File: src/include/ifetch_consts.svh
////////////////////////////////////////////////////////////////////////////
// Sizing constants for the instruction fetch subsystem
// Included by the package, the RTL and the testbench
////////////////////////////////////////////////////////////////////////////

`ifndef IFETCH_CONSTS_SVH
`define IFETCH_CONSTS_SVH

// Response buffer slots, which is also the internal credit pool
// and the bound on outstanding bus transactions
`define IFETCH_BUF_DEPTH 4

// Credits the consumer grants at reset
`define IFETCH_OUT_CREDITS 2

// Address phase and response phase checksum widths
`define IFETCH_ACHK_W 6
`define IFETCH_RCHK_W 5

`endif
File: src/verilog/ifetch_pkg.sv
////////////////////////////////////////////////////////////////////////////
// Shared types for the fetch subsystem RTL and testbench
////////////////////////////////////////////////////////////////////////////

`include "ifetch_consts.svh"

package ifetch_pkg;

  // Fetch command from the core side
  typedef struct packed {
    logic [31:0] addr;
    logic [7:0]  count;
    logic        integrity;
    logic        dbg;
  } fetch_cmd_t;

  // OBI address phase payload
  typedef struct packed {
    logic [31:0]               addr;
    logic [2:0]                prot;
    logic                      dbg;
    logic                      integrity;
    logic [`IFETCH_ACHK_W-1:0] achk;
  } obi_req_t;

  // OBI response phase payload
  typedef struct packed {
    logic [31:0]               rdata;
    logic                      err;
    logic [`IFETCH_RCHK_W-1:0] rchk;
  } obi_resp_t;

  // Word handed to the consumer
  typedef struct packed {
    logic [31:0] addr;
    logic [31:0] rdata;
    logic        bus_err;
    logic        integrity_err;
  } instr_resp_t;

  // Adapter address phase FSM
  typedef enum logic {
    TRANSPARENT,
    REGISTERED
  } obi_if_state_e;

  // Request generator FSM
  typedef enum logic {
    IDLE,
    ISSUE
  } fetch_state_e;

endpackage

File: src/verilog/ifetch_top.sv
////////////////////////////////////////////////////////////////////////////
// Instruction fetch subsystem top, generator to OBI bus to response buffer
////////////////////////////////////////////////////////////////////////////

`timescale 1ns/1ps
`include "ifetch_consts.svh"

module ifetch_top (
  input  logic                    clk,
  input  logic                    rst_n,
  input  logic                    cmd_valid_i,
  output logic                    cmd_ready_o,
  input  ifetch_pkg::fetch_cmd_t  cmd_i,
  output logic                    obi_req_o,
  output logic                    obi_reqpar_o,
  output ifetch_pkg::obi_req_t    obi_a_o,
  input  logic                    obi_gnt_i,
  input  logic                    obi_gntpar_i,
  input  logic                    obi_rvalid_i,
  input  logic                    obi_rvalidpar_i,
  input  ifetch_pkg::obi_resp_t   obi_r_i,
  output logic                    out_valid_o,
  output ifetch_pkg::instr_resp_t out_o,
  input  logic                    credit_i,
  output logic                    integrity_err_o,
  output logic                    protocol_err_o
);

  logic                    trans_valid;
  logic                    trans_ready;
  ifetch_pkg::obi_req_t    trans;
  logic                    buf_credit;
  logic                    gntpar_err;
  logic                    rvalidpar_err;
  logic                    resp_integrity_err;
  ifetch_pkg::instr_resp_t wr_data;

  // Address field is filled in by the buffer
  assign wr_data = '{addr: '0, rdata: obi_r_i.rdata, bus_err: obi_r_i.err,
                     integrity_err: resp_integrity_err};

  // Alert on any parity error or checksum error
  assign integrity_err_o = gntpar_err || rvalidpar_err || resp_integrity_err;

  fetch_req_gen u_gen (
    .clk           (clk),
    .rst_n         (rst_n),
    .cmd_valid_i   (cmd_valid_i),
    .cmd_ready_o   (cmd_ready_o),
    .cmd_i         (cmd_i),
    .trans_valid_o (trans_valid),
    .trans_ready_i (trans_ready),
    .trans_o       (trans),
    .buf_credit_i  (buf_credit)
  );

  obi_instr_adapter u_adapter (
    .clk             (clk),
    .rst_n           (rst_n),
    .trans_valid_i   (trans_valid),
    .trans_ready_o   (trans_ready),
    .trans_i         (trans),
    .obi_req_o       (obi_req_o),
    .obi_reqpar_o    (obi_reqpar_o),
    .obi_a_o         (obi_a_o),
    .obi_gnt_i       (obi_gnt_i),
    .obi_gntpar_i    (obi_gntpar_i),
    .obi_rvalid_i    (obi_rvalid_i),
    .obi_rvalidpar_i (obi_rvalidpar_i),
    .gntpar_err_o    (gntpar_err),
    .rvalidpar_err_o (rvalidpar_err)
  );

  obi_resp_tracker #(
    .MAX_OUTSTANDING (`IFETCH_BUF_DEPTH)
  ) u_tracker (
    .clk                  (clk),
    .rst_n                (rst_n),
    .obi_req_i            (obi_req_o),
    .obi_gnt_i            (obi_gnt_i),
    .obi_rvalid_i         (obi_rvalid_i),
    .obi_r_i              (obi_r_i),
    .integrity_i          (obi_a_o.integrity),
    .gntpar_err_i         (gntpar_err),
    .rvalidpar_err_i      (rvalidpar_err),
    .resp_integrity_err_o (resp_integrity_err),
    .protocol_err_o       (protocol_err_o)
  );

  instr_resp_buffer u_buffer (
    .clk          (clk),
    .rst_n        (rst_n),
    .addr_push_i  (obi_req_o && obi_gnt_i),
    .addr_i       (obi_a_o.addr),
    .wr_i         (obi_rvalid_i),
    .wr_data_i    (wr_data),
    .buf_credit_o (buf_credit),
    .credit_i     (credit_i),
    .out_valid_o  (out_valid_o),
    .out_o        (out_o)
  );

endmodule

File: src/verilog/instr_resp_buffer.sv
////////////////////////////////////////////////////////////////////////////
// Response buffer that tags words with their address and delivers them
// under consumer credits, returning one internal credit per word sent
////////////////////////////////////////////////////////////////////////////

`timescale 1ns/1ps
`include "ifetch_consts.svh"

module instr_resp_buffer (
  input  logic                    clk,
  input  logic                    rst_n,
  input  logic                    addr_push_i,
  input  logic [31:0]             addr_i,
  input  logic                    wr_i,
  input  ifetch_pkg::instr_resp_t wr_data_i,
  output logic                    buf_credit_o,
  input  logic                    credit_i,
  output logic                    out_valid_o,
  output ifetch_pkg::instr_resp_t out_o
);

  localparam int DEPTH = `IFETCH_BUF_DEPTH;
  localparam int PTR_W = $clog2(DEPTH);
  localparam int CNT_W = $clog2(DEPTH + 1);
  localparam int CRD_W = $clog2(`IFETCH_OUT_CREDITS + DEPTH + 1);

  logic [31:0]             addr_q [DEPTH];
  ifetch_pkg::instr_resp_t data_q [DEPTH];
  logic [PTR_W-1:0]        a_wptr_q;
  logic [PTR_W-1:0]        a_rptr_q;
  logic [CNT_W-1:0]        a_cnt_q;
  logic [PTR_W-1:0]        d_wptr_q;
  logic [PTR_W-1:0]        d_rptr_q;
  logic [CNT_W-1:0]        d_cnt_q;
  logic [CRD_W-1:0]        out_cred_q;
  logic                    wr_ok;
  logic                    send;

  // Response with no address recorded is dropped
  assign wr_ok        = wr_i && (a_cnt_q != '0);
  assign out_valid_o  = (d_cnt_q != '0) && (out_cred_q != '0);
  assign send         = out_valid_o;
  assign buf_credit_o = send;
  assign out_o        = data_q[d_rptr_q];

  ////////////////////////////////////////////////////////////////////////////
  // Address FIFO, filled at grant
  ////////////////////////////////////////////////////////////////////////////

  always_ff @(posedge clk or negedge rst_n) begin
    if (!rst_n) begin
      a_wptr_q <= '0;
      a_rptr_q <= '0;
      a_cnt_q  <= '0;
    end else begin
      if (addr_push_i) a_wptr_q <= a_wptr_q + 1'b1;
      if (wr_ok) a_rptr_q <= a_rptr_q + 1'b1;
      a_cnt_q <= a_cnt_q + CNT_W'(addr_push_i) - CNT_W'(wr_ok);
    end
  end

  always_ff @(posedge clk) begin
    if (addr_push_i) addr_q[a_wptr_q] <= addr_i;
  end

  ////////////////////////////////////////////////////////////////////////////
  // Data FIFO and consumer credits
  ////////////////////////////////////////////////////////////////////////////

  always_ff @(posedge clk or negedge rst_n) begin
    if (!rst_n) begin
      d_wptr_q   <= '0;
      d_rptr_q   <= '0;
      d_cnt_q    <= '0;
      out_cred_q <= CRD_W'(`IFETCH_OUT_CREDITS);
    end else begin
      if (wr_ok) d_wptr_q <= d_wptr_q + 1'b1;
      if (send) d_rptr_q <= d_rptr_q + 1'b1;
      d_cnt_q    <= d_cnt_q + CNT_W'(wr_ok) - CNT_W'(send);
      // Consumer hands one credit back per finished word
      out_cred_q <= out_cred_q + CRD_W'(credit_i) - CRD_W'(send);
    end
  end

  // Word tagged with the address granted in the same order
  always_ff @(posedge clk) begin
    if (wr_ok) begin
      data_q[d_wptr_q]      <= wr_data_i;
      data_q[d_wptr_q].addr <= addr_q[a_rptr_q];
    end
  end

  // Internal credits keep a free slot for every response
  a_no_wr_full: assert property (@(posedge clk) disable iff (!rst_n)
    wr_ok |-> (d_cnt_q != CNT_W'(DEPTH)));

endmodule

File: src/verilog/obi_resp_tracker.sv
////////////////////////////////////////////////////////////////////////////
// Per transaction record of integrity attribute and grant parity error
// Checks the response checksum and flags rvalid with nothing outstanding
////////////////////////////////////////////////////////////////////////////

`timescale 1ns/1ps
`include "ifetch_consts.svh"

module obi_resp_tracker #(
  parameter int MAX_OUTSTANDING = `IFETCH_BUF_DEPTH
) (
  input  logic                  clk,
  input  logic                  rst_n,
  input  logic                  obi_req_i,
  input  logic                  obi_gnt_i,
  input  logic                  obi_rvalid_i,
  input  ifetch_pkg::obi_resp_t obi_r_i,
  input  logic                  integrity_i,
  input  logic                  gntpar_err_i,
  input  logic                  rvalidpar_err_i,
  output logic                  resp_integrity_err_o,
  output logic                  protocol_err_o
);

  localparam int PTR_W = (MAX_OUTSTANDING > 1) ? $clog2(MAX_OUTSTANDING) : 1;
  localparam int CNT_W = $clog2(MAX_OUTSTANDING + 1);

  // Entry bit 1 integrity attribute, bit 0 grant parity error
  logic [1:0]                fifo_q [MAX_OUTSTANDING];
  logic [PTR_W-1:0]          wptr_q;
  logic [PTR_W-1:0]          rptr_q;
  logic [CNT_W-1:0]          cnt_q;
  logic                      empty;
  logic                      full;
  logic                      push;
  logic                      pop;
  logic [1:0]                head;
  logic [`IFETCH_RCHK_W-1:0] rchk_calc;
  logic                      rchk_err;

  assign empty = (cnt_q == '0);
  assign full  = (cnt_q == CNT_W'(MAX_OUTSTANDING));
  assign push  = obi_req_i && obi_gnt_i;
  assign pop   = obi_rvalid_i && !empty;
  assign head  = fifo_q[rptr_q];

  // Expected checksum, byte 3 parity in bit 3, err parity in bit 4
  assign rchk_calc = {
    obi_r_i.err,
    ^obi_r_i.rdata[31:24],
    ^obi_r_i.rdata[23:16],
    ^obi_r_i.rdata[15:8],
    ^obi_r_i.rdata[7:0]
  };

  // Mismatch matters only with the integrity attribute set
  assign rchk_err = head[1] && (rchk_calc != obi_r_i.rchk);

  assign resp_integrity_err_o = obi_rvalid_i &&
                                (rvalidpar_err_i || (!empty && (rchk_err || head[0])));
  assign protocol_err_o       = obi_rvalid_i && empty;

  // Pointers and occupancy
  always_ff @(posedge clk or negedge rst_n) begin
    if (!rst_n) begin
      wptr_q <= '0;
      rptr_q <= '0;
      cnt_q  <= '0;
    end else begin
      if (push) begin
        wptr_q <= (wptr_q == PTR_W'(MAX_OUTSTANDING - 1)) ? '0 : wptr_q + 1'b1;
      end
      if (pop) begin
        rptr_q <= (rptr_q == PTR_W'(MAX_OUTSTANDING - 1)) ? '0 : rptr_q + 1'b1;
      end
      case ({push, pop})
        2'b10:   cnt_q <= cnt_q + 1'b1;
        2'b01:   cnt_q <= cnt_q - 1'b1;
        default: cnt_q <= cnt_q;
      endcase
    end
  end

  // Entry storage
  always_ff @(posedge clk) begin
    if (push) begin
      fifo_q[wptr_q] <= {integrity_i, gntpar_err_i};
    end
  end

  // Credits keep the grant count within the record depth
  a_no_push_full: assert property (@(posedge clk) disable iff (!rst_n)
    push |-> !full);

endmodule

File: src/verilog/obi_instr_adapter.sv
////////////////////////////////////////////////////////////////////////////
// OBI instruction address phase adapter with checksum and parity checks
// Keeps the request stable from req until gnt
////////////////////////////////////////////////////////////////////////////

`timescale 1ns/1ps

module obi_instr_adapter (
  input  logic                 clk,
  input  logic                 rst_n,
  input  logic                 trans_valid_i,
  output logic                 trans_ready_o,
  input  ifetch_pkg::obi_req_t trans_i,
  output logic                 obi_req_o,
  output logic                 obi_reqpar_o,
  output ifetch_pkg::obi_req_t obi_a_o,
  input  logic                 obi_gnt_i,
  input  logic                 obi_gntpar_i,
  input  logic                 obi_rvalid_i,
  input  logic                 obi_rvalidpar_i,
  output logic                 gntpar_err_o,
  output logic                 rvalidpar_err_o
);

  ifetch_pkg::obi_if_state_e state_q;
  ifetch_pkg::obi_if_state_e state_d;
  ifetch_pkg::obi_req_t      req_with_chk;
  ifetch_pkg::obi_req_t      a_q;

  ////////////////////////////////////////////////////////////////////////////
  // Address phase checksum
  ////////////////////////////////////////////////////////////////////////////

  // Bits 5..2 even parity of address bytes, top byte in bit 5
  // Bit 1 odd parity of prot, bit 0 odd parity of dbg
  always_comb begin
    req_with_chk      = trans_i;
    req_with_chk.achk = {
      ^trans_i.addr[31:24],
      ^trans_i.addr[23:16],
      ^trans_i.addr[15:8],
      ^trans_i.addr[7:2],
      ~^trans_i.prot,
      ~^trans_i.dbg
    };
  end

  ////////////////////////////////////////////////////////////////////////////
  // Address phase FSM
  ////////////////////////////////////////////////////////////////////////////

  always_comb begin
    state_d = state_q;
    case (state_q)
      // Request waits for gnt, so hold it from registers
      ifetch_pkg::TRANSPARENT: if (obi_req_o && !obi_gnt_i) state_d = ifetch_pkg::REGISTERED;
      ifetch_pkg::REGISTERED:  if (obi_gnt_i) state_d = ifetch_pkg::TRANSPARENT;
      default:                 state_d = ifetch_pkg::TRANSPARENT;
    endcase
  end

  // Pass through when transparent, replay the held copy otherwise
  always_comb begin
    if (state_q == ifetch_pkg::TRANSPARENT) begin
      obi_req_o = trans_valid_i;
      obi_a_o   = req_with_chk;
    end else begin
      obi_req_o = 1'b1;
      obi_a_o   = a_q;
    end
  end

  assign obi_reqpar_o  = ~obi_req_o;
  // A request is taken in the transparent state, granted or not
  assign trans_ready_o = (state_q == ifetch_pkg::TRANSPARENT);

  always_ff @(posedge clk or negedge rst_n) begin
    if (!rst_n) begin
      state_q <= ifetch_pkg::TRANSPARENT;
    end else begin
      state_q <= state_d;
    end
  end

  // Capture on entry to the registered state
  always_ff @(posedge clk) begin
    if ((state_q == ifetch_pkg::TRANSPARENT) && (state_d == ifetch_pkg::REGISTERED)) begin
      a_q <= req_with_chk;
    end
  end

  ////////////////////////////////////////////////////////////////////////////
  // Parity checks
  ////////////////////////////////////////////////////////////////////////////

  // Parity line must be the inverse, checked every cycle
  assign gntpar_err_o    = (obi_gnt_i == obi_gntpar_i);
  assign rvalidpar_err_o = (obi_rvalid_i == obi_rvalidpar_i);

  // Ungranted request stays up with an unchanged payload
  a_req_stable: assert property (@(posedge clk) disable iff (!rst_n)
    (obi_req_o && !obi_gnt_i) |=> (obi_req_o && $stable(obi_a_o)));

endmodule

File: src/verilog/fetch_req_gen.sv
////////////////////////////////////////////////////////////////////////////
// Takes fetch commands and issues sequential word requests to the adapter
// Issue is limited by credits for free response buffer slots
////////////////////////////////////////////////////////////////////////////

`timescale 1ns/1ps
`include "ifetch_consts.svh"

module fetch_req_gen (
  input  logic                   clk,
  input  logic                   rst_n,
  input  logic                   cmd_valid_i,
  output logic                   cmd_ready_o,
  input  ifetch_pkg::fetch_cmd_t cmd_i,
  output logic                   trans_valid_o,
  input  logic                   trans_ready_i,
  output ifetch_pkg::obi_req_t   trans_o,
  input  logic                   buf_credit_i
);

  localparam int CRED_W = $clog2(`IFETCH_BUF_DEPTH + 1);
  // Machine mode instruction access
  localparam logic [2:0] PROT_M_INSTR = 3'b110;

  ifetch_pkg::fetch_state_e state_q;
  logic                     live_q;
  logic [31:0]              addr_q;
  logic [7:0]               remain_q;
  logic                     integrity_q;
  logic                     dbg_q;
  logic [CRED_W-1:0]        credits_q;
  logic                     cmd_take;
  logic                     issue;

  // Ready only once out of reset and idle
  assign cmd_ready_o   = live_q && (state_q == ifetch_pkg::IDLE);
  assign cmd_take      = cmd_valid_i && cmd_ready_o;
  assign trans_valid_o = (state_q == ifetch_pkg::ISSUE) && (credits_q != '0);
  assign issue         = trans_valid_o && trans_ready_i;

  // Request payload, checksum is filled in by the adapter
  always_comb begin
    trans_o           = '0;
    trans_o.addr      = addr_q;
    trans_o.prot      = PROT_M_INSTR;
    trans_o.dbg       = dbg_q;
    trans_o.integrity = integrity_q;
  end

  // FSM and word counter
  always_ff @(posedge clk or negedge rst_n) begin
    if (!rst_n) begin
      state_q  <= ifetch_pkg::IDLE;
      live_q   <= 1'b0;
      remain_q <= '0;
    end else begin
      live_q <= 1'b1;
      case (state_q)
        ifetch_pkg::IDLE: begin
          // Zero length command is accepted and dropped
          if (cmd_take && (cmd_i.count != '0)) begin
            state_q  <= ifetch_pkg::ISSUE;
            remain_q <= cmd_i.count;
          end
        end
        ifetch_pkg::ISSUE: begin
          if (issue) begin
            remain_q <= remain_q - 8'd1;
            if (remain_q == 8'd1) begin
              state_q <= ifetch_pkg::IDLE;
            end
          end
        end
        default: state_q <= ifetch_pkg::IDLE;
      endcase
    end
  end

  // Next word address and command attributes
  always_ff @(posedge clk) begin
    if (cmd_take) begin
      addr_q      <= cmd_i.addr;
      integrity_q <= cmd_i.integrity;
      dbg_q       <= cmd_i.dbg;
    end else if (issue) begin
      addr_q <= addr_q + 32'd4;
    end
  end

  // One credit per free buffer slot
  always_ff @(posedge clk or negedge rst_n) begin
    if (!rst_n) begin
      credits_q <= CRED_W'(`IFETCH_BUF_DEPTH);
    end else begin
      case ({issue, buf_credit_i})
        2'b10:   credits_q <= credits_q - 1'b1;
        2'b01:   credits_q <= credits_q + 1'b1;
        default: credits_q <= credits_q;
      endcase
    end
  end

  // Buffer never returns more credits than were spent
  a_credit_bound: assert property (@(posedge clk) disable iff (!rst_n)
    credits_q <= CRED_W'(`IFETCH_BUF_DEPTH));

endmodule

File: config.mk
export PLATFORM = sky130hd
export DESIGN_NAME = ifetch_top
export DESIGN_NICKNAME = d
export VERILOG_FILES = /design/src/verilog/ifetch_pkg.sv /design/src/verilog/ifetch_top.sv /design/src/verilog/instr_resp_buffer.sv /design/src/verilog/obi_resp_tracker.sv /design/src/verilog/obi_instr_adapter.sv /design/src/verilog/fetch_req_gen.sv
export VERILOG_INCLUDE_DIRS = /design/src /design/src/include
export SDC_FILE = /design/constraint.sdc
export NUM_CORES = 1
export LEC_CHECK = 0
export BUFFER_PORTS_ARGS = -buffer_cell sky130_fd_sc_hd__buf_2
export CAP_MARGIN = 30
export CORE_MARGIN = 5
export CORE_UTILIZATION = 50
export DETAILED_ROUTE_END_ITERATION = 12
export PLACE_DENSITY_LB_ADDON = 0.05
export SYNTH_ARGS = -nofsm -noshare
export SYNTH_HDL_FRONTEND = slang
export SYNTH_HIERARCHICAL = 1
export SYNTH_SLANG_ARGS = --single-unit
File: constraint.sdc
create_clock -name clk -period 5.39 [get_ports clk]
set_input_delay 0.539 -clock clk [delete_from_list [all_inputs] [get_ports clk]]
set_output_delay 0.539 -clock clk [all_outputs]
set_load 0.01 [all_outputs]
Word level (Yosys, flattened, before mapping) --
Memories as Yosys holds them, arrays and structs flattened. Index checks and enable logic that the tools add are counted.
Cells by class: $add $sub $neg 18, equal/unequal tests 12, bitwise gates (word level) 5, reduce and logical (&&, ||, !) cells 39, multiplexer cells 23
Operator list (number):
- $mux W32 | 3
- $reduce_xor A8 Y1 | 7
- $mux W43 | 1
- $add A32 B3 Y32 const B | 1
- $mux W8 | 2
- $pmux W8 S2 | 1
- $logic_and A1 B1 Y1 | 15
- $add A2 B1 Y2 const B | 6
- $pmux W3 S2 | 2
- $reduce_bool A3 Y1 | 4
- $mux W1 | 10
- $add A3 B1 Y3 | 3
- $sub A3 B1 Y3 | 3
- $eq A2 B2 Y1 const B | 4
- $eq A8 B1 Y1 const B | 1
- $reduce_bool A8 Y1 | 1
- $sub A8 B1 Y8 const B | 1
- $add A3 B1 Y3 const B | 2
- $reduce_bool A2 Y1 | 3
- $reduce_xor A6 Y1 | 1
- $sub A3 B1 Y3 const B | 2
- $ne A5 B5 Y1 | 1
- $eq A2 B1 Y1 const B | 2
- $logic_or A1 B1 Y1 | 4
- 9 further kinds | 17
Storage, ports and cells: memory bits (writable) 400, register bits 111, word-level logic and storage cells 122, input port bits 88, memories 3
Memory list:
- u_buffer.data_q | words 4, bits a word 66, rd ports 1, clocked after memory_dff 0, write ports 1, line instr_resp_buffer.sv:28 | ifetch_pkg::instr_resp_t data_q [DEPTH];
- u_buffer.addr_q | words 4, bits a word 32, rd ports 1, clocked after memory_dff 0, write ports 1, line instr_resp_buffer.sv:27 | logic [31:0] addr_q [DEPTH];
- u_tracker.fifo_q | words 4, bits a word 2, rd ports 1, clocked after memory_dff 0, write ports 1, line obi_resp_tracker.sv:29 | logic [1:0] fifo_q [MAX_OUTSTANDING];

Logic depth before layout (Yosys ltp) --
depth in word-level cells 8, depth in mapped cells 11

Hierarchy --
The synthesis kept the hierarchy.
Modules (own cells, without submodules):
- instr_resp_buffer | times used 1, sequential area each 12197.9 um^2, area an instance 15511.1 um^2, cells each 698
- fetch_req_gen | times used 1, sequential area each 1347.5 um^2, area an instance 2768.9 um^2, cells each 285
- obi_instr_adapter | times used 1, sequential area each 1316.3 um^2, area an instance 2109.5 um^2, cells each 130
- obi_resp_tracker | times used 1, sequential area each 415.4 um^2, area an instance 1043.5 um^2, cells each 87
- ifetch_top | times used 1, sequential area each 0.0 um^2, area an instance 16.3 um^2, cells each 3

Least setup slack after synthesis --
OpenSTA, ideal clock, no wires.
kind register to register, from register u_gen.state_q, to register u_adapter/a_q[0] in the netlist's numbering (enable), arrival time 3.895 ns, slack 0.989 ns, cell stages (with the launch flop) 4, path buffers 1, data required time 4.885 ns, library setup time 0.505 ns, cells stage by stage dfrtp_1 -> clkbuf_1 -> o31a_1 -> nor3b_1
On the way: word-level cells in the longest chain between the ends 6
RTL lines:
- start, declared | line fetch_req_gen.sv:25 | ifetch_pkg::fetch_state_e state_q;
- start signal, assigned | line fetch_req_gen.sv:53 | state_q <= ifetch_pkg::IDLE;
- start signal, assigned | line fetch_req_gen.sv:62 | state_q <= ifetch_pkg::ISSUE;
- start signal, assigned | line fetch_req_gen.sv:70 | state_q <= ifetch_pkg::IDLE;
- $logic_and A1 B1 Y1 | line fetch_req_gen.sv:38 | assign trans_valid_o = (state_q == ifetch_pkg::ISSUE) && (credits_q != '0);
- named net trans_valid | line ifetch_top.sv:29 | logic trans_valid;
- $mux W1 | line obi_instr_adapter.sv:64 | if (state_q == ifetch_pkg::TRANSPARENT) begin
- $logic_and A1 B1 Y1 | line obi_instr_adapter.sv:56 | ifetch_pkg::TRANSPARENT: if (obi_req_o && !obi_gnt_i) state_d = ifetch_pkg::REGISTERED;
- $mux W1 | line obi_instr_adapter.sv:56
- $pmux W1 S2 | line obi_instr_adapter.sv:54 | case (state_q)
- $logic_and A1 B1 Y1 | line obi_instr_adapter.sv:87 | if ((state_q == ifetch_pkg::TRANSPARENT) && (state_d == ifetch_pkg::REGISTERED)) begin
- end signal, assigned | line obi_instr_adapter.sv:88 | a_q <= req_with_chk;
- end, declared | line obi_instr_adapter.sv:28 | ifetch_pkg::obi_req_t a_q;
The timed path passes the listed nets, and every way through them passes these cells. A chain may end at the register's enable or synchronous reset.

==> impl_metrics.tcl <==
set metrics [dict create \
    ctsResizeCount 0 \
    die_x_um 216.9 \
    routed-via-count 10770 \
    numPortBuffers 202 \
    pwr-share-comb 0.329 \
    tightest_slew_ps 940.6 \
    firstDrtPassIters 5 \
    final.setup_skew_ps 14.33 \
    clkPwrFrac 0.223 \
    layout.nets 1566 \
    report.final.setup_viol 0 \
    drive_gt1_frac 0.3056 \
    cts_buffers 53 \
    syn_area_mm2 0.02140 \
    hpwl_um 26320 \
    cts_hold_buffers 0 \
    p_seq_frac 0.448 \
    layout_commonest_cell "edfxtp_1" \
    ff2ff_setup_slack_ps 2430 \
    startpoint_type "flop" \
    antenna_left 0 \
    power_switching_uw 4805 \
    core-area_mm2 0.04213 \
    root_buffer "clkbuf_16" \
    layout.cells.non_filler 2028 \
    r2r_cells 6 \
    fin_hold_ws_ps 86.34 \
    crit_arrival_ps 2740 \
    final_cell_mix "edfxtp_1, buf_2, nand2_1, mux4_2, xnor2_1" \
    drtIter0Drc 661 \
    cts_setup_buffers 0 \
    io-pin-count 203 \
    crit_fanout 35 \
    leakagePower_uw 0.008756 \
    worstSetupEndpointType "output pin" \
    timing.rr.end "u_buffer/addr_q[3][28]" \
    critPathLaunch "u_buffer/d_rptr_q[1]" \
    avgRoutedWirePerCell_um 20.51 \
    r2r_start "u_gen/state_q" \
    total_power_uw 14830 \
    n_antenna_cell 0 \
    crit_path_end "out_o[54]" \
    intPower_uw 10030 \
    grt_setup_unrepaired "no" \
    viasPerCell 5.310 \
    cts_sinks 515 \
    rows 75 \
    grt_usage 0.1780 \
    antenna_found_initial 0 \
    cts.reportedPaths.clkPinSlew_ps 60 \
    max_slew_margin 0.3729 \
    grt_max_degree 57 \
    crit_required_ps 4850 \
    max_freq_mhz 304.7 \
    ir_drop_mv 0.3872 \
    maxSlewViolCount 0 \
    initial_core_util 0.5080 \
    routabilityCongestion 0.7452 \
    min_path_type "input pin to async pin" \
    period_minus_slack_ps 3282 \
    tns_ps 0 \
    cts_buffer_depth 3 \
    chipHeight_um 216.9 \
    p_per_area_mw_per_mm2 602.3 \
    sw_frac_of_total 0.3239 \
    synth.avg_cell_area_um2 17.88 \
    hold_viol 0 \
    fin_crit_sh 0.6089 \
    status "complete, no violations" \
    ys_warn_count 6 \
    overflow 0 \
    grt_pass1_vias 11280 \
    grt_pass1_wl_um 65420 \
    die-area_mm2 0.04705 \
    cts_tree "done" \
    max_cap_violations 0 \
    path_class "flop to output pin" \
    syn_inst 1197 \
    syn_to_final_growth_pct 15.06 \
    num-fill-cells 3286 \
    clk_latency_ps 580 \
    drc 0 \
    drt-total-wl_um 41600 \
    htree_levels 2 \
    dp.cells 1936 \
]
## power by group through the flow
stage	clock network [uW]	logic, uW	registers [uW]
floorplan	0	3620	6420
global placement	0	4910	6720
detailed placement	0	4990	6760
CTS	3410	5010	6680
global route	3580	5390	6800
finish	3300	4880	6650
## registers in the layout, summed over array words and instances (netlist names), 8 cells and up
signal            count
u_buffer/data_q     264
u_buffer/addr_q     128
u_adapter/a_q        43
u_gen/addr_q         32
u_gen/remain_q        8
u_tracker/fifo_q      8
## through the flow
| stage | instance area (um^2) | utilization | setup slack (ps) |
|---|---|---|---|
| after floorplan | 21530 | - | 989.4 |
| after CTS | 24630 | 0.5845 | 1978 |
| after detailed placement | 23080 | 0.5477 | 2113 |
| after global routing | 24630 | 0.5845 | 1889 |
| after global placement | 23000 | 0.5458 | 2161 |
| final | 24630 | 0.5845 | 2108 |
## worst min path at each step
stage / slack (ps) / cells after the start / to / startpoint
after CTS: 100 / 1 / u_gen/remain_q[7] / rst_n
after global routing: 110 / 1 / u_gen/dbg_q / cmd_i[0]
after detailed placement: 440 / 0 / u_adapter/a_q[11] / u_gen/addr_q[0]
after global placement: 430 / 0 / u_adapter/a_q[11] / u_gen/addr_q[0]
final: 90 / 1 / u_gen/remain_q[0] / rst_n
after floorplan: 240 / 0 / u_adapter/state_q / rst_n
## routing by layer
layer	global-route usage	share of wire	vias to the layer above
met5	0	0	-
met4	0.03581	0.014	0
met3	0.04377	0.058	44
met2	0.2801	0.46	267
met1	0.2588	0.46	5399
li1	-	-	5059
## cell type report
type                       count  area, um^2  area share
clock buffer                  69        1408     0.05716
tap                          539       674.4     0.02738
inverter                      26       97.59    0.003963
clock inverter                23       141.4    0.005741
timing repair buffer         220        1206     0.04898
sequential                   515       15290      0.6207
multi-input combinational    636        5814      0.2361
## worst max-delay path, cell delays in order, from the launching register on
cell,delay [ps]
dfrtp_2,960
buf_4,590
mux4_2,420
buf_2,160
(Power assumes the default switching activity.)
